===== src/common/burst_pkg.sv =====
// burst uncompressor shared definitions
`default_nettype none

package burst_pkg;

   // ------------------------------------------------------------------------
   // beat state
   // ------------------------------------------------------------------------

   // idle means the next sink item starts a new burst
   // busy means the second or a later beat of a compressed burst is pending
   typedef enum logic {
      beat_idle = 1'b0,
      beat_busy = 1'b1
   } beat_state_e;

   // ------------------------------------------------------------------------
   // default widths of the top level
   // ------------------------------------------------------------------------

   localparam int default_addr_w      = 16;
   localparam int default_burstwrap_w = 3;
   localparam int default_byte_cnt_w  = 4;
   localparam int default_pkt_symbols = 4;
   localparam int default_burst_size_w = 3;

   // the widest address the size decode can serve
   localparam int max_addr_w = 64;

   // ------------------------------------------------------------------------
   // transfer size decode
   // ------------------------------------------------------------------------

   // turns a burst size encoding into the number of bytes moved per beat
   // only encodings 0 to 9 are defined and anything above falls back to one byte
   // the caller keeps the low address-width bits of the result
   function automatic logic [max_addr_w-1:0] size_to_bytes(input int unsigned enc);
      logic [max_addr_w-1:0] step;
      step = max_addr_w'(1);
      if (enc <= 9) begin
         step = max_addr_w'(1) << enc;
      end
      return step;
   endfunction

endpackage

`default_nettype wire


===== src/common/beat_ctrl_if.sv =====
// per-beat control bundle
`timescale 1ns/10ps
`default_nettype none

interface beat_ctrl_if;

   // high while a valid sink item is presented and no burst is in progress
   logic first_beat;

   // high in any cycle where the source beat is taken
   logic advance;

   // high on the beat that retires the sink item
   // an uncompressed item is always its own last beat
   logic last_beat;

   // high when the byte count shown on the source equals one beat of symbols
   logic final_count;

   // the control FSM produces the strobes and watches the count
   modport ctrl (
      output first_beat,
      output advance,
      output last_beat,
      input  final_count
   );

   // the byte counter follows the strobes and reports the final beat
   modport counter (
      input  first_beat,
      input  advance,
      input  last_beat,
      output final_count
   );

   // the address generator only needs to know where a burst starts and steps
   modport addr (
      input first_beat,
      input advance
   );

endinterface

`default_nettype wire


===== src/rtl/burst_control.sv =====
// beat state machine and delimiters
`timescale 1ns/10ps
`default_nettype none

module burst_control (
   input  wire logic  clk,
   input  wire logic  reset,
   input  wire logic  sink_valid,
   input  wire logic  sink_startofpacket,
   input  wire logic  sink_endofpacket,
   input  wire logic  sink_is_compressed,
   input  wire logic  source_ready,
   output logic       source_valid,
   output logic       source_startofpacket,
   output logic       source_endofpacket,
   output logic       sink_ready,
   beat_ctrl_if.ctrl  beat
);

   import burst_pkg::*;

   beat_state_e state;

   // ------------------------------------------------------------------------
   // beat strobes
   // ------------------------------------------------------------------------

   // every sink cycle produces a source beat with no added latency
   assign source_valid = sink_valid;

   // a first beat is any valid item seen while no burst is running
   assign beat.first_beat = sink_valid & (state == beat_idle);

   // the beat is taken when both sides of the source handshake agree
   assign beat.advance = sink_valid & source_ready;

   // uncompressed items always close on their only beat
   // compressed ones close when the shown count is one beat of symbols
   assign beat.last_beat = ~sink_is_compressed | beat.final_count;

   // ------------------------------------------------------------------------
   // packet delimiters and sink handshake
   // ------------------------------------------------------------------------

   // start of packet belongs to the first beat only
   assign source_startofpacket = sink_startofpacket & (state == beat_idle);

   // end of packet belongs to the last beat only, and only if the item had one
   assign source_endofpacket = sink_endofpacket & beat.last_beat;

   // the sink item is retired together with its last accepted beat
   assign sink_ready = beat.advance & beat.last_beat;

   // ------------------------------------------------------------------------
   // state register
   // ------------------------------------------------------------------------

   // nothing moves while the source holds back ready
   // a taken last beat always returns to idle, whatever the state was
   always_ff @(posedge clk or posedge reset) begin
      if (reset) begin
         state <= beat_idle;
      end else if (beat.advance) begin
         if (beat.last_beat) begin
            state <= beat_idle;
         end else begin
            state <= beat_busy;
         end
      end
   end

endmodule

`default_nettype wire


===== src/rtl/burst_byte_counter.sv =====
// remaining byte counter
`timescale 1ns/10ps
`default_nettype none

module burst_byte_counter #(
   parameter int byte_cnt_w  = 4,
   parameter int pkt_symbols = 4
) (
   input  wire logic                  clk,
   input  wire logic                  reset,
   input  wire logic [byte_cnt_w-1:0] sink_byte_cnt,
   output logic [byte_cnt_w-1:0]      source_byte_cnt,
   beat_ctrl_if.counter               beat
);

   // bytes carried by one source beat, sized to the count field
   localparam logic [byte_cnt_w-1:0] beat_bytes = byte_cnt_w'(pkt_symbols);

   // count still to be shown on the next beat of the running burst
   logic [byte_cnt_w-1:0] remaining;

   // ------------------------------------------------------------------------
   // shown count
   // ------------------------------------------------------------------------

   // on the first beat the register is not loaded yet
   // so the sink count goes straight to the source
   assign source_byte_cnt = beat.first_beat ? sink_byte_cnt : remaining;

   // the final beat is the one that still carries exactly one beat of bytes
   assign beat.final_count = (source_byte_cnt == beat_bytes);

   // ------------------------------------------------------------------------
   // counter register
   // ------------------------------------------------------------------------

   // busy always begins with a loaded counter
   // so a later beat only ever steps down from the register
   always_ff @(posedge clk or posedge reset) begin
      if (reset) begin
         remaining <= '0;
      end else if (beat.advance) begin
         if (beat.last_beat) begin
            remaining <= '0;
         end else if (beat.first_beat) begin
            remaining <= sink_byte_cnt - beat_bytes;
         end else begin
            remaining <= remaining - beat_bytes;
         end
      end
   end

endmodule

`default_nettype wire


===== src/rtl/addr_gen/burst_addr_gen.sv =====
// wrapping beat address generator
`timescale 1ns/10ps
`default_nettype none

module burst_addr_gen #(
   parameter int addr_w       = 16,
   parameter int burstwrap_w  = 3,
   parameter int burst_size_w = 3
) (
   input  wire logic                    clk,
   input  wire logic                    reset,
   input  wire logic [addr_w-1:0]       sink_addr,
   input  wire logic [burstwrap_w-1:0]  sink_burstwrap,
   input  wire logic [burst_size_w-1:0] sink_burstsize,
   output logic [addr_w-1:0]            source_addr,
   beat_ctrl_if.addr                    beat
);

   import burst_pkg::*;

   // burstwrap widened to the address, used as the in-window mask
   logic [addr_w-1:0] wrap_mask;

   // decoded transfer size, full and trimmed to the address
   logic [max_addr_w-1:0] step_full;
   logic [addr_w-1:0]     step;

   // upper address bits that stay fixed for the whole burst
   logic [addr_w-1:0] addr_base;

   // lower address bits that walk and wrap inside the window
   logic [addr_w-1:0] addr_offset;
   logic [addr_w-1:0] offset_prev;
   logic [addr_w-1:0] offset_next;

   // ------------------------------------------------------------------------
   // wrap mask
   // ------------------------------------------------------------------------

   // the top burstwrap bit covers every address bit above the field
   // an all-ones wrap therefore means a plain incrementing burst
   generate
      if (addr_w > burstwrap_w) begin : g_wrap_extend
         assign wrap_mask = {{(addr_w - burstwrap_w){sink_burstwrap[burstwrap_w-1]}},
                             sink_burstwrap};
      end else begin : g_wrap_trim
         assign wrap_mask = sink_burstwrap[addr_w-1:0];
      end
   endgenerate

   // ------------------------------------------------------------------------
   // step and next offset
   // ------------------------------------------------------------------------

   assign step_full = size_to_bytes(int'(sink_burstsize));
   assign step      = step_full[addr_w-1:0];

   // the first beat steps from the sink address itself
   // later beats step from the registered offset
   assign offset_prev = beat.first_beat ? sink_addr : addr_offset;

   // carry out of the window is dropped by the mask, which gives the wrap
   assign offset_next = (offset_prev + step) & wrap_mask;

   // ------------------------------------------------------------------------
   // address registers
   // ------------------------------------------------------------------------

   // the base keeps the address bits above the window, taken on the first beat
   always_ff @(posedge clk) begin
      if (beat.first_beat && beat.advance) begin
         addr_base <= sink_addr & ~wrap_mask;
      end
   end

   // the offset follows every taken beat and holds under back-pressure
   always_ff @(posedge clk or posedge reset) begin
      if (reset) begin
         addr_offset <= '0;
      end else if (beat.advance) begin
         addr_offset <= offset_next;
      end
   end

   // ------------------------------------------------------------------------
   // beat address
   // ------------------------------------------------------------------------

   // the first beat shows the sink address while the registers load
   // base and offset never overlap, so an OR joins them
   assign source_addr = beat.first_beat ? sink_addr : (addr_base | addr_offset);

endmodule

`default_nettype wire


===== src/rtl/burst_uncompressor.sv =====
// burst uncompressor top level
`timescale 1ns/10ps
`default_nettype none

module burst_uncompressor #(
   parameter int addr_w       = burst_pkg::default_addr_w,
   parameter int burstwrap_w  = burst_pkg::default_burstwrap_w,
   parameter int byte_cnt_w   = burst_pkg::default_byte_cnt_w,
   parameter int pkt_symbols  = burst_pkg::default_pkt_symbols,
   parameter int burst_size_w = burst_pkg::default_burst_size_w
) (
   input  wire logic                    clk,
   input  wire logic                    reset,

   // sink side, one item per compressed burst
   input  wire logic                    sink_valid,
   input  wire logic                    sink_startofpacket,
   input  wire logic                    sink_endofpacket,
   input  wire logic [addr_w-1:0]       sink_addr,
   input  wire logic [burstwrap_w-1:0]  sink_burstwrap,
   input  wire logic [byte_cnt_w-1:0]   sink_byte_cnt,
   input  wire logic                    sink_is_compressed,
   input  wire logic [burst_size_w-1:0] sink_burstsize,
   output logic                         sink_ready,

   // source side, one beat per pkt_symbols bytes
   output logic                         source_valid,
   output logic                         source_startofpacket,
   output logic                         source_endofpacket,
   output logic [addr_w-1:0]            source_addr,
   output logic [byte_cnt_w-1:0]        source_byte_cnt,
   input  wire logic                    source_ready
);

   // ------------------------------------------------------------------------
   // shared beat strobes
   // ------------------------------------------------------------------------

   // the control FSM decides first, advance and last for every beat
   // and the byte counter tells it when the final beat is shown
   beat_ctrl_if i_beat_ctrl ();

   // ------------------------------------------------------------------------
   // beat control
   // ------------------------------------------------------------------------

   // handshake and packet delimiters live here
   // the sink item is held by the upstream side until sink_ready pulses
   burst_control i_control (
      .clk                  (clk),
      .reset                (reset),
      .sink_valid           (sink_valid),
      .sink_startofpacket   (sink_startofpacket),
      .sink_endofpacket     (sink_endofpacket),
      .sink_is_compressed   (sink_is_compressed),
      .source_ready         (source_ready),
      .source_valid         (source_valid),
      .source_startofpacket (source_startofpacket),
      .source_endofpacket   (source_endofpacket),
      .sink_ready           (sink_ready),
      .beat                 (i_beat_ctrl.ctrl)
   );

   // ------------------------------------------------------------------------
   // datapath
   // ------------------------------------------------------------------------

   // remaining byte count falls by pkt_symbols on every beat
   burst_byte_counter #(
      .byte_cnt_w  (byte_cnt_w),
      .pkt_symbols (pkt_symbols)
   ) i_byte_counter (
      .clk             (clk),
      .reset           (reset),
      .sink_byte_cnt   (sink_byte_cnt),
      .source_byte_cnt (source_byte_cnt),
      .beat            (i_beat_ctrl.counter)
   );

   // beat address steps by the transfer size inside the wrap window
   burst_addr_gen #(
      .addr_w       (addr_w),
      .burstwrap_w  (burstwrap_w),
      .burst_size_w (burst_size_w)
   ) i_addr_gen (
      .clk            (clk),
      .reset          (reset),
      .sink_addr      (sink_addr),
      .sink_burstwrap (sink_burstwrap),
      .sink_burstsize (sink_burstsize),
      .source_addr    (source_addr),
      .beat           (i_beat_ctrl.addr)
   );

endmodule

`default_nettype wire


===== config.mk =====
export PLATFORM = sky130hd
export DESIGN_NAME = burst_uncompressor
export DESIGN_NICKNAME = d
export VERILOG_FILES = /design/src/common/burst_pkg.sv /design/src/common/beat_ctrl_if.sv /design/src/rtl/burst_control.sv /design/src/rtl/burst_byte_counter.sv /design/src/rtl/addr_gen/burst_addr_gen.sv /design/src/rtl/burst_uncompressor.sv
export SDC_FILE = /design/constraint.sdc
export NUM_CORES = 1
export LEC_CHECK = 0
export ABC_AREA = 1
export BUFFER_PORTS_ARGS = -buffer_cell sky130_fd_sc_hd__buf_4
export CAP_MARGIN = 40
export CORE_MARGIN = 2
export CORE_UTILIZATION = 49
export DETAILED_ROUTE_END_ITERATION = 8
export PLACE_DENSITY_LB_ADDON = 0.08
export SYNTH_ARGS = -nofsm -noshare
export SYNTH_HDL_FRONTEND = slang
export SYNTH_SLANG_ARGS = --single-unit

===== constraint.sdc =====
create_clock -name clk -period 2.17 [get_ports clk]
set_input_delay 0.217 -clock clk [delete_from_list [all_inputs] [get_ports clk]]
set_output_delay 0.217 -clock clk [all_outputs]
set_load 0.01 [all_outputs]

Yosys cells after proc, flatten, opt, wreduce, memory -nomap -nowiden
Index checks and enable logic that the tools add are counted.

Reductions and logical operators: 1. Add/subtract/negate cells: 3. Shifts and indexed selects: 1. Mux-type cells: 6. Bitwise gates (word level): 12. Equality and inequality tests: 1.

Operators by type and width (number): AND 16 bit (2); 2-to-1 mux 16 bit (2); adder 16 bit (1); NOT 16 bit (1); bitwise OR 16 bit (1); left shift 1 x 3 -> 16 bit (first input constant) (1); 2-to-1 mux 4 bit (3); subtractor 4 x 3 -> 4 bit (second input constant) (2); AND 1 bit (5); equality test 4 x 3 -> 1 bit (second input constant) (1); NOT 1 bit (2); logical AND 1 bit (1); 2-to-1 mux 1 bit (1); bitwise OR 1 bit (1).

Bits in registers: 37. Input bits: 33. Word-level logic and storage cells: 28. Output and inout bits: 24.

Depth between registers and ports, before layout
Gate-level depths: netlist of run 1.

Word-level depth: 6. Gate-level depth with buffers: 17. Gate-level depth less buffers: 16.

Modules after synthesis
Synthesis of run 1 repeated with hierarchy kept, for this count alone.

Cell total of the unflattened synthesis: 386. Area total of the unflattened synthesis: 2686.3 µm².

By module, submodules not included: burst_addr_gen (sequential area each 880.8 µm², times used 1, cells an instance 331, area each 2307.2 µm²); burst_byte_counter (sequential area each 100.1 µm², times used 1, cells an instance 37, area each 276.5 µm²); burst_control (sequential area each 25.0 µm², times used 1, cells an instance 18, area each 102.6 µm²).

Worst setup path after synthesis of run 1
OpenSTA, ideal clock, no wires.

Kind: register -> register. Start point: reg i_control.state. End point: reg i_addr_gen.addr_offset[14]. Arrival: 2.176 ns. Cell stages (with the launch flop): 16. Slack: -0.124 ns. Buffers on the path: 1. Period minus slack after synthesis: 2.294 ns. Setup time: 0.117 ns. Path through: dfrtp_1 inv_2 nand2_4 clkbuf_1 o21ai_0 ha_1 inv_1 fa_1 inv_1 nand2_1 nand3_1 nand3_1 nand2_1 nand3_1 nand3_1 nand2_1.

Longest elaborated chain between the ends: 5.

RTL lines: from (decl) (line burst_control.sv:22) `beat_state_e state;`; from (signal assigned) (line burst_control.sv:62) `state <= beat_idle;`; from (signal assigned) (line burst_control.sv:65) `state <= beat_idle;`; from (signal assigned) (line burst_control.sv:67) `state <= beat_busy;`; NOT 1 bit (line burst_control.sv:32) `assign beat.first_beat = sink_valid & (state == beat_idle);`; AND 1 bit (line burst_control.sv:32); 2-to-1 mux 16 bit (line burst_addr_gen.sv:60) `assign offset_prev = beat.first_beat ? sink_addr : addr_offset;`; adder 16 bit (line burst_addr_gen.sv:63) `assign offset_next = (offset_prev + step) & wrap_mask;`; AND 16 bit (line burst_addr_gen.sv:63); to (signal assigned) (line burst_addr_gen.sv:81) `addr_offset <= offset_next;`; to (decl) (line burst_addr_gen.sv:32) `logic [addr_w-1:0] addr_offset;`.

Every way passes these cells. A chain may end at the register's enable or synchronous reset.

Final worst setup path of run 1
Same ends and word-level chain as after synthesis.

==> results of run 1 <==
## Yosys cell counts, types with 2 or more instances
library cell    n  share of area, %
inv_1          64               9.6
o21ai_1         4              0.80
clkbuf_1        5              0.75
o21ai_2         2              0.70
o21ai_0        23               4.6
nand3b_1        2              0.60
nor2_1         38               5.7
a21o_1          7               2.1
inv_2           5              0.75
nor3_1          8               1.6
a21oi_1         6               1.2
nand2_1       104                16
dfrtp_1        21                21
edfxtp_1       16                19
nand3_1        26               5.2
nand2_2         6               1.5
o22ai_1         3              0.75
nor2_2          2              0.50
ha_1            9               4.5
## worst max-delay path, stage by stage (launching register included)
cell and delay, ns:
dfrtp_1 0.41, clkinv_4 0.16, nand2_8 0.14, nand2_4 0.06, o21ai_4 0.06, ha_2 0.21
inv_2 0.04, fa_2 0.37, inv_2 0.08, nand2_2 0.06, nand3_4 0.10, nand3_4 0.10
nand2_4 0.09, nand3_1 0.06, nand3_1 0.09, nand2_1 0.06
## report_power, final
part           switching, mW  leakage [nW]  total [mW]  internal [mW]
sequential            0.0338         0.426       0.843          0.810
combinational          0.552          1.46        1.02          0.471
clock                  0.250        0.0455       0.509          0.259
## final timing paths
check | end | slack, ns | depth (start not counted)
max in group asynchronous | i_addr_gen.addr_offset[10]$_DFFE_PP0P_ | 1.16 | 4
min reg2reg | i_byte_counter.remaining[1]$_DFFE_PP0P_ | 0.47 | 2
max | i_addr_gen.addr_offset[14]$_DFFE_PP0P_ | -0.03 | 15
min in group asynchronous | i_addr_gen.addr_offset[3]$_DFFE_PP0P_ | 0.52 | 3
min | i_addr_gen.addr_offset[0]$_DFFE_PP0P_ | 0.17 | 3
max reg2reg | i_addr_gen.addr_offset[14]$_DFFE_PP0P_ | -0.03 | 15
## cells by family after synthesis
family / Yosys count
AO/OA/AOI/OAI: 48
adder cells (fa/ha/maj): 10
buffers and inverters: 79
flip-flops: 37
AND/OR/NAND/NOR: 188
## routing by layer
metal | vias up | part of all wire [%] | track usage [%]
met5 | - | 0 | 0
met4 | 0 | 2.5 | 7.602
met3 | 17 | 5.0 | 4.365
met2 | 79 | 50 | 43.67
met1 | 1228 | 42 | 32.15
li1 | 1338 | - | -
## through the flow
stage	utilization, %	hold WS (ns)
after global placement	63.35	0.4499
after global routing	74.17	0.1745
final	74.17	0.1712
after floorplan	-	0.1935
after CTS	66.50	0.1741
after detailed placement	63.65	0.2965
## flip-flops by register name (all words and copies together) (netlist names)
signal	flops
i_addr_gen.addr_offset	16
i_addr_gen.addr_base	16
i_byte_counter.remaining	4
i_control.state	1
## area by class of cell
class	count	area (um^2)
fillers	403	1303
well taps	70	87.58
repair buffers	99	770.7
clock buffers	8	90.09
multi-input cells	248	1506
inverters	71	279.0
flip-flops and latches	37	1006
## repair_timing
item	4_1_cts	5_1_grt
hold buffers	1	0
gates resized for setup	12	75
pin swaps	0	26
gates cloned	1	1
setup endpoints to repair	11	14
buffers inserted	0	13
hold endpoints to repair	10	0
==> flow_summary.json, run 1 <==
{
  "worstSetupEndpointType": "register",
  "clock.fmax_mhz": 454.8,
  "finalCritPeriodShare_pct": 101.3,
  "start_util_pct": 49.83,
  "p_per_area_nw_per_um2": 635.3,
  "place_area_um2": 3209,
  "wire_per_inst_um": 13.90,
  "n_antenna_cell": 0,
  "dr.first_iter.drc_count": 141,
  "max-vdd-ir-drop_uv": 398.6,
  "syn-instance-count": 362,
  "hold_start": "sink_burstwrap[0]",
  "slew-limit-headroom_pct": 62.91,
  "tightest_slew_ns": 0.5557,
  "synth-seq-cells": 37,
  "status": "finished, violations left",
  "rr_startpoint": "i_control.state$_DFFE_PP0P_",
  "antenna_found_initial": 0,
  "avgSynthCellArea_um2": 6.940,
  "cts_buffers": 5,
  "finalMaxSlewViolations": 0,
  "synth_area_um2": 2512,
  "skew_ns": 0.01210,
  "die_w_um": 75.61,
  "synth_edf_count": 16,
  "synth-simple-area-share_pct": 31.27,
  "clkSinkCount": 37,
  "rows": 26,
  "die-height_um": 75.61,
  "die-area_um2": 5716,
  "yosysWarnings": 0,
  "io_buffers": 56,
  "cap_violations": 0,
  "finalInstanceArea_um2": 3740,
  "p_total_mw": 2.376,
  "grt_setup_unrepaired": "true",
  "synth-adder-area-share_pct": 5.279,
  "worst_ep_required_time_ns": 2.35,
  "grt_pass1_vias": 2414,
  "dp_cells": 509,
  "final_common_cell": "buf_4",
  "htreeDepth": 2,
  "vias": 2662,
  "cts_tree": "yes",
  "cts_buffer_depth": 2,
  "critPathArrivalTime_ns": 2.38,
  "clkTransAtPathRegs_ns": 0.08,
  "violations": "setup timing",
  "viasPerCell": 4.994,
  "clk_latency_ns": 0.30,
  "async_reset_ff_share_pct": 56.76,
  "final_cell_mix": "93 x buf_4, 83 x nand2_1, 62 x inv_1",
  "post-route-min-period_ns": 2.199,
  "min_path_type": "in -> reg",
  "setup_viol": 2,
  "grt_max_degree": 19,
  "synth_xor_area_share_pct": 0,
  "synthFlopType": "dfrtp_1",
  "place_ws_ns": -0.1343,
  "synth_cell_types": 30,
  "final_cell_count_no_fill": 533,
  "hold_violations": 0,
  "synth_top_family_by_area": "simple AND/OR/NAND/NOR gates",
  "gp_congestion": 0.8513,
  "coreArea_um2": 5042,
  "muxShareOfSynthArea_pct": 0,
  "ys_seq_area_share_pct": 40.04,
  "critPathKind": "reg -> reg",
  "p_leak_nw": 1.936,
  "synth_nets": 405,
  "area_growth_syn_to_layout_pct": 48.85,
  "ant_nets": 0,
  "top_level_ports": 57,
  "cp-start-kind": "register",
  "clock-root-buffer": "clkbuf_8",
  "crit_fanout": 6,
  "drc": 0,
  "crit_start": "i_control.state$_DFFE_PP0P_",
  "worst_slack_ns": -0.02886,
  "nNetsFinal": 505,
  "grt_pass1_wl_mm": 10.78,
  "wl_mm": 7.407,
  "hpwl_mm": 4.834,
  "drtPass1Iterations": 4,
  "tns_ns": -0.03923,
  "grt-ovfl-total": 0,
  "drive_above_1_share_pct": 37.80,
  "synth_compound_area_share_pct": 11.01,
  "grtUsageTotal_pct": 25.16
}
No activity file was read; power rests on OpenSTA's default activity.
==> run 2: changes to the inputs <==
--- a/config.mk
+++ b/config.mk
@@ -8,8 +8,10 @@
 export ABC_AREA = 1
 export BUFFER_PORTS_ARGS = -buffer_cell sky130_fd_sc_hd__buf_4
 export CAP_MARGIN = 40
+export CELL_PAD_IN_SITES_DETAIL_PLACEMENT = 1
+export CELL_PAD_IN_SITES_GLOBAL_PLACEMENT = 1
 export CORE_MARGIN = 2
-export CORE_UTILIZATION = 49
+export CORE_UTILIZATION = 34
 export DETAILED_ROUTE_END_ITERATION = 8
 export PLACE_DENSITY_LB_ADDON = 0.08
 export SYNTH_ARGS = -nofsm -noshare
==> flow_summary.json, run 2 (synthesized netlist as in run 1, its figures left out) <==
{
  "clock-root-buffer": "clkbuf_8",
  "coreArea_um2": 7214,
  "hpwl_mm": 5.940,
  "met1Wirelength_mm": 3.584,
  "drc": 0,
  "grt-ovfl-total": 0,
  "setup_viol": 0,
  "post-route-min-period_ns": 2.152,
  "grtUsageTotal_pct": 20.49,
  "clkTransAtPathRegs_ns": 0.07,
  "p_per_area_nw_per_um2": 634.1,
  "die-height_um": 89.96,
  "p_seq_share_pct": 36.8,
  "n_antenna_cell": 0,
  "top_level_ports": 57,
  "grt_pass1_wl_mm": 13.25,
  "clock.fmax_mhz": 464.7,
  "min_path_type": "in -> reg",
  "worstSetupEndpointType": "output pin",
  "finalCritPeriodShare_pct": 99.17,
  "crit_fanout": 8,
  "critPathKind": "reg -> out",
  "clk_latency_ns": 0.30,
  "grt_max_degree": 22,
  "clkSinkCount": 37,
  "intPower_mw": 1.475,
  "power_frac_clock_pct": 21.0,
  "grt_setup_unrepaired": "true",
  "die-area_um2": 8093,
  "skew_ns": 0.01177,
  "cts_buffer_depth": 2,
  "antenna_found_initial": 0,
  "gp_congestion": 0.7976,
  "wl_mm": 8.035,
  "max-vdd-ir-drop_uv": 285.1,
  "wire_per_inst_um": 14.35,
  "viasPerCell": 4.625,
  "nNetsFinal": 503,
  "tightest_slew_ns": 0.4023,
  "die_w_um": 89.96,
  "met2_length_mm": 4.055,
  "cap_violations": 0,
  "ant_nets": 0,
  "drive_above_1_share_pct": 34.71,
  "hold_violations": 0,
  "met3_length_um": 233,
  "drtPass1Iterations": 4,
  "io_buffers": 56,
  "p_leak_nw": 1.908,
  "highest_layer": "met4",
  "finalMaxSlewViolations": 0,
  "cp-start-kind": "register",
  "power_switching_mw": 0.8087,
  "slew-limit-headroom_pct": 73.15,
  "dr.first_iter.drc_count": 95,
  "start_util_pct": 34.82,
  "tns_ns": 0,
  "reg_top3": "i_addr_gen.addr_base: 16 flops, i_addr_gen.addr_offset: 16 flops, i_byte_counter.remaining: 4 flops",
  "vias": 2590,
  "final_common_cell": "buf_4",
  "critPathArrivalTime_ns": 1.94,
  "rows": 31,
  "cts_buffers": 5,
  "switching_share_pct": 35.42,
  "hold_ws_ns": 0.1785,
  "grt_pass1_vias": 2841,
  "status": "finished, final reports clean",
  "area_growth_syn_to_layout_pct": 43.33,
  "hold-path-cell-count": 3,
  "r2r_cells": 14,
  "final_cell_mix": "92 x buf_4, 89 x nand2_1, 59 x inv_1",
  "worst_ep_required_time_ns": 1.95,
  "combPwrFrac_pct": 42.1,
  "p_total_mw": 2.284,
  "fillers": 919,
  "cts_tree": "yes",
  "htreeDepth": 2
}
==> run 2: cell types whose count changed in the layout (fill, tap and decap cells not counted), sizes merged <==
cell    before  now
clkinv       2    3
inv         69   70
clkbuf       9    7
buf         97   96
nand2      113  112
==> run 2: cell type report <==
type                    instances  area (um^2)  share of cell area, %
clock inverters                 2        10.01                 0.2780
multi-input cells             247         1344                  37.32
inverters                      71        274.0                  7.609
flip-flops and latches         37         1006                  27.94
well taps                      99        123.9                  3.440
clock buffers                   6        72.57                  2.015
repair buffers                 98        770.7                  21.40
==> run 2: final timing paths <==
| path | end | start | slack [ns] |
|---|---|---|---|
| max in group asynchronous | i_byte_counter.remaining[0]$_DFFE_PP0P_ | reset | 1.37 |
| worst max register to register | i_addr_gen.addr_offset[12]$_DFFE_PP0P_ | i_control.state$_DFFE_PP0P_ | 0.04 |
| worst max-delay path | sink_ready | i_control.state$_DFFE_PP0P_ | 0.02 |
| worst min register to register | i_byte_counter.remaining[1]$_DFFE_PP0P_ | i_byte_counter.remaining[1]$_DFFE_PP0P_ | 0.48 |
| min in group asynchronous | i_addr_gen.addr_offset[13]$_DFFE_PP0P_ | reset | 0.54 |
| worst min-delay path | i_byte_counter.remaining[1]$_DFFE_PP0P_ | sink_byte_cnt[1] | 0.18 |
==> run 2: layer usage <==
layer	GRT usage, %	vias up
met5	0	-
met4	6.538	0
met3	2.934	14
met2	37.37	52
met1	24.88	1200
li1	-	1324
==> run 2: power by group through the flow <==
| stage | clock (mW) | combinational (mW) | sequential, mW |
|---|---|---|---|
| 2_1_floorplan | 0 | 0.457 | 0.847 |
| 3_3_place_gp | 0 | 0.822 | 0.852 |
| 3_5_place_dp | 0 | 0.840 | 0.854 |
| 4_1_cts | 0.501 | 0.886 | 0.842 |
| 5_1_grt | 0.526 | 1.08 | 0.849 |
| 6_report | 0.481 | 0.962 | 0.841 |
==> run 2: timing repair <==
item | CTS | global route
hold endpoints to repair | 21 | 0
setup buffers | 2 | 8
setup endpoints to repair | 9 | 14
hold buffers | 1 | 0
resized for setup | 20 | 42
pin swaps | 3 | 14
cloned | 1 | 0
==> run 2: stage by stage <==
stage	cells	util (%)	cell area, um^2	worst slack (ns)
finish	560	49.91	3601	0.01799
global route	560	49.91	3601	-0.1030
CTS	552	47.47	3425	-0.001025
detailed placement	540	45.09	3253	-0.1590
global placement	540	45.09	3253	-0.05898
floorplan	362	-	2524	0.02508
==> run 2: critical path, stage by stage (launching register included) <==
cell     delay (ns)
dfrtp_1        0.41
inv_4          0.13
nand2_8        0.10
buf_6          0.15
buf_12         0.14
o21ai_4        0.12
ha_2           0.19
nand2_2        0.06
nand2_2        0.09
inv_2          0.05
nor2_2         0.09
buf_4          0.12
==> run 3: changes to the inputs <==
--- a/config.mk
+++ b/config.mk
@@ -14,6 +14,7 @@
 export CORE_UTILIZATION = 34
 export DETAILED_ROUTE_END_ITERATION = 8
 export PLACE_DENSITY_LB_ADDON = 0.08
+export REMOVE_ABC_BUFFERS = 1
 export SYNTH_ARGS = -nofsm -noshare
 export SYNTH_HDL_FRONTEND = slang
 export SYNTH_SLANG_ARGS = --single-unit
==> flow_summary.json, run 3 (synthesized netlist as in run 1, its figures left out) <==
{
  "status": "finished, violations left",
  "violations": "hold timing",
  "hold_ws_ns": -0.01090,
  "cts_buffers": 5,
  "tightest_slew_ns": 0.4466,
  "drc": 0,
  "finalMaxSlewViolations": 0,
  "start_util_pct": 34.82,
  "coreArea_um2": 7214,
  "grt_pass1_vias": 2665,
  "clock.fmax_mhz": 463.7,
  "max-vdd-ir-drop_uv": 235.1,
  "wl_mm": 8.164,
  "antenna_found_initial": 0,
  "grt_setup_unrepaired": "true",
  "dp_cells": 536,
  "p_total_mw": 2.342,
  "nNetsFinal": 494,
  "drive_above_1_share_pct": 36.73,
  "combPwrFrac_pct": 43.1,
  "intPower_mw": 1.500,
  "critPathKind": "reg -> reg",
  "final_cell_mix": "86 x buf_4, 83 x nand2_1, 62 x inv_1",
  "vias": 2595,
  "cp-start-kind": "register",
  "cap_violations": 0,
  "hold_violations": 21,
  "gp_congestion": 0.8130,
  "power_switching_mw": 0.8411,
  "top_level_ports": 57,
  "p_seq_share_pct": 36.0,
  "min_path_type": "in -> async",
  "dr.first_iter.drc_count": 81,
  "ff2ff_setup_slack_ns": 0.01,
  "rr_startpoint": "i_control.state$_DFFE_PP0P_",
  "wire_per_inst_um": 14.82,
  "htreeDepth": 2,
  "worst_ep_required_time_ns": 2.35,
  "die-height_um": 89.96,
  "post-route-min-period_ns": 2.157,
  "area_growth_syn_to_layout_pct": 47.16,
  "grtUsageTotal_pct": 19.41,
  "slew-limit-headroom_pct": 70.19,
  "viasPerCell": 4.710,
  "rows": 31,
  "power_frac_clock_pct": 20.8,
  "p_leak_nw": 1.880,
  "hpwl_mm": 5.591,
  "setup_viol": 0,
  "p_per_area_nw_per_um2": 633.3,
  "n_antenna_cell": 0,
  "crit_fanout": 8,
  "switching_share_pct": 35.92,
  "cts_buffer_depth": 2,
  "skew_ns": 0.006071,
  "grt_max_degree": 22,
  "clock-root-buffer": "clkbuf_8",
  "grt_pass1_wl_mm": 12.74,
  "die-area_um2": 8093,
  "die_w_um": 89.96,
  "io_buffers": 56,
  "final_cell_count_no_fill": 551,
  "drtPass1Iterations": 4,
  "grt-ovfl-total": 0,
  "finalInstanceArea_um2": 3697,
  "fillers": 941,
  "clkTransAtPathRegs_ns": 0.08,
  "worstSetupEndpointType": "register",
  "finalCritPeriodShare_pct": 99.39,
  "ctsHoldBuffers": 0,
  "r2r_cells": 12,
  "reg_top3": "i_addr_gen.addr_base: 16 flops, i_addr_gen.addr_offset: 16 flops, i_byte_counter.remaining: 4 flops",
  "timing.rr.end": "i_addr_gen.addr_offset[4]$_DFFE_PP0P_",
  "ant_nets": 0,
  "crit_start": "i_control.state$_DFFE_PP0P_",
  "clkSinkCount": 37,
  "cts_tree": "yes",
  "final_common_cell": "buf_4",
  "critPathArrivalTime_ns": 2.33,
  "clk_latency_ns": 0.29,
  "place_area_um2": 3229
}
run 3: worst max-delay path, stage by stage (launching register included):
cell and delay, ns:
dfrtp_1 0.40, inv_2 0.12, nand2_8 0.11, o21ai_4 0.20, ha_4 0.16, inv_2 0.04, fa_2 0.37, buf_4 0.15
buf_4 0.13, nor2_2 0.15, nor2_1 0.07, nor2_1 0.09, o22ai_1 0.08
run 3: routing by layer:
layer	up-vias	share of wire (%)	GRT usage (%)
li1	1308	-	-
met1	1235	46	26.21
met2	44	50	33.40
met3	8	2.7	3.101
met4	0	0.93	3.462
met5	-	0	0
run 3: power groups by stage:
stage | sequential, mW | combinational (mW) | clock, mW
global route | 0.851 | 1.11 | 0.529
floorplan | 0.847 | 0.438 | 0
finish | 0.843 | 1.01 | 0.488
detailed placement | 0.856 | 0.820 | 0
CTS | 0.842 | 0.862 | 0.503
global placement | 0.853 | 0.803 | 0
run 3: worst max path at each step:
stage,depth (start not counted),slack (ns),to
after global routing,12,-0.11,i_addr_gen.addr_offset[7]$_DFFE_PP0P_
after global placement,15,-0.07,i_addr_gen.addr_offset[14]$_DFFE_PP0P_
after floorplan,14,-0.08,i_addr_gen.addr_offset[12]$_DFFE_PP0P_
after detailed placement,14,-0.18,i_addr_gen.addr_offset[12]$_DFFE_PP0P_
final,12,0.01,i_addr_gen.addr_offset[4]$_DFFE_PP0P_
after CTS,14,-0.02,i_addr_gen.addr_offset[12]$_DFFE_PP0P_
run 3: cell type report:
type,instances,area [um^2],share of cell area (%)
clock buffers,8,80.08,2.166
inverters,71,269.0,7.276
multi-input cells,246,1496,40.47
flip-flops and latches,37,1006,27.21
well taps,99,123.9,3.350
repair buffers,90,721.9,19.53
run 3: through the flow:
step | hold slack (ns) | setup TNS (ns) | setup WS, ns | util [%]
finish | -0.01090 | 0 | 0.01322 | 51.25
global route | 0.01647 | -0.9854 | -0.1146 | 51.25
CTS | 0.002870 | -0.02382 | -0.02382 | 46.81
detailed placement | 0.3181 | -1.080 | -0.1789 | 44.76
global placement | 0.2971 | -0.3094 | -0.07205 | 44.76
floorplan | 0.1935 | -0.2452 | -0.07807 | -
run 3: timing repair:
item	4_1_cts	5_1_grt
setup buffers	1	5
setup endpoints to repair	14	14
gates resized for setup	17	65
pin swaps	6	23
cloned	0	1
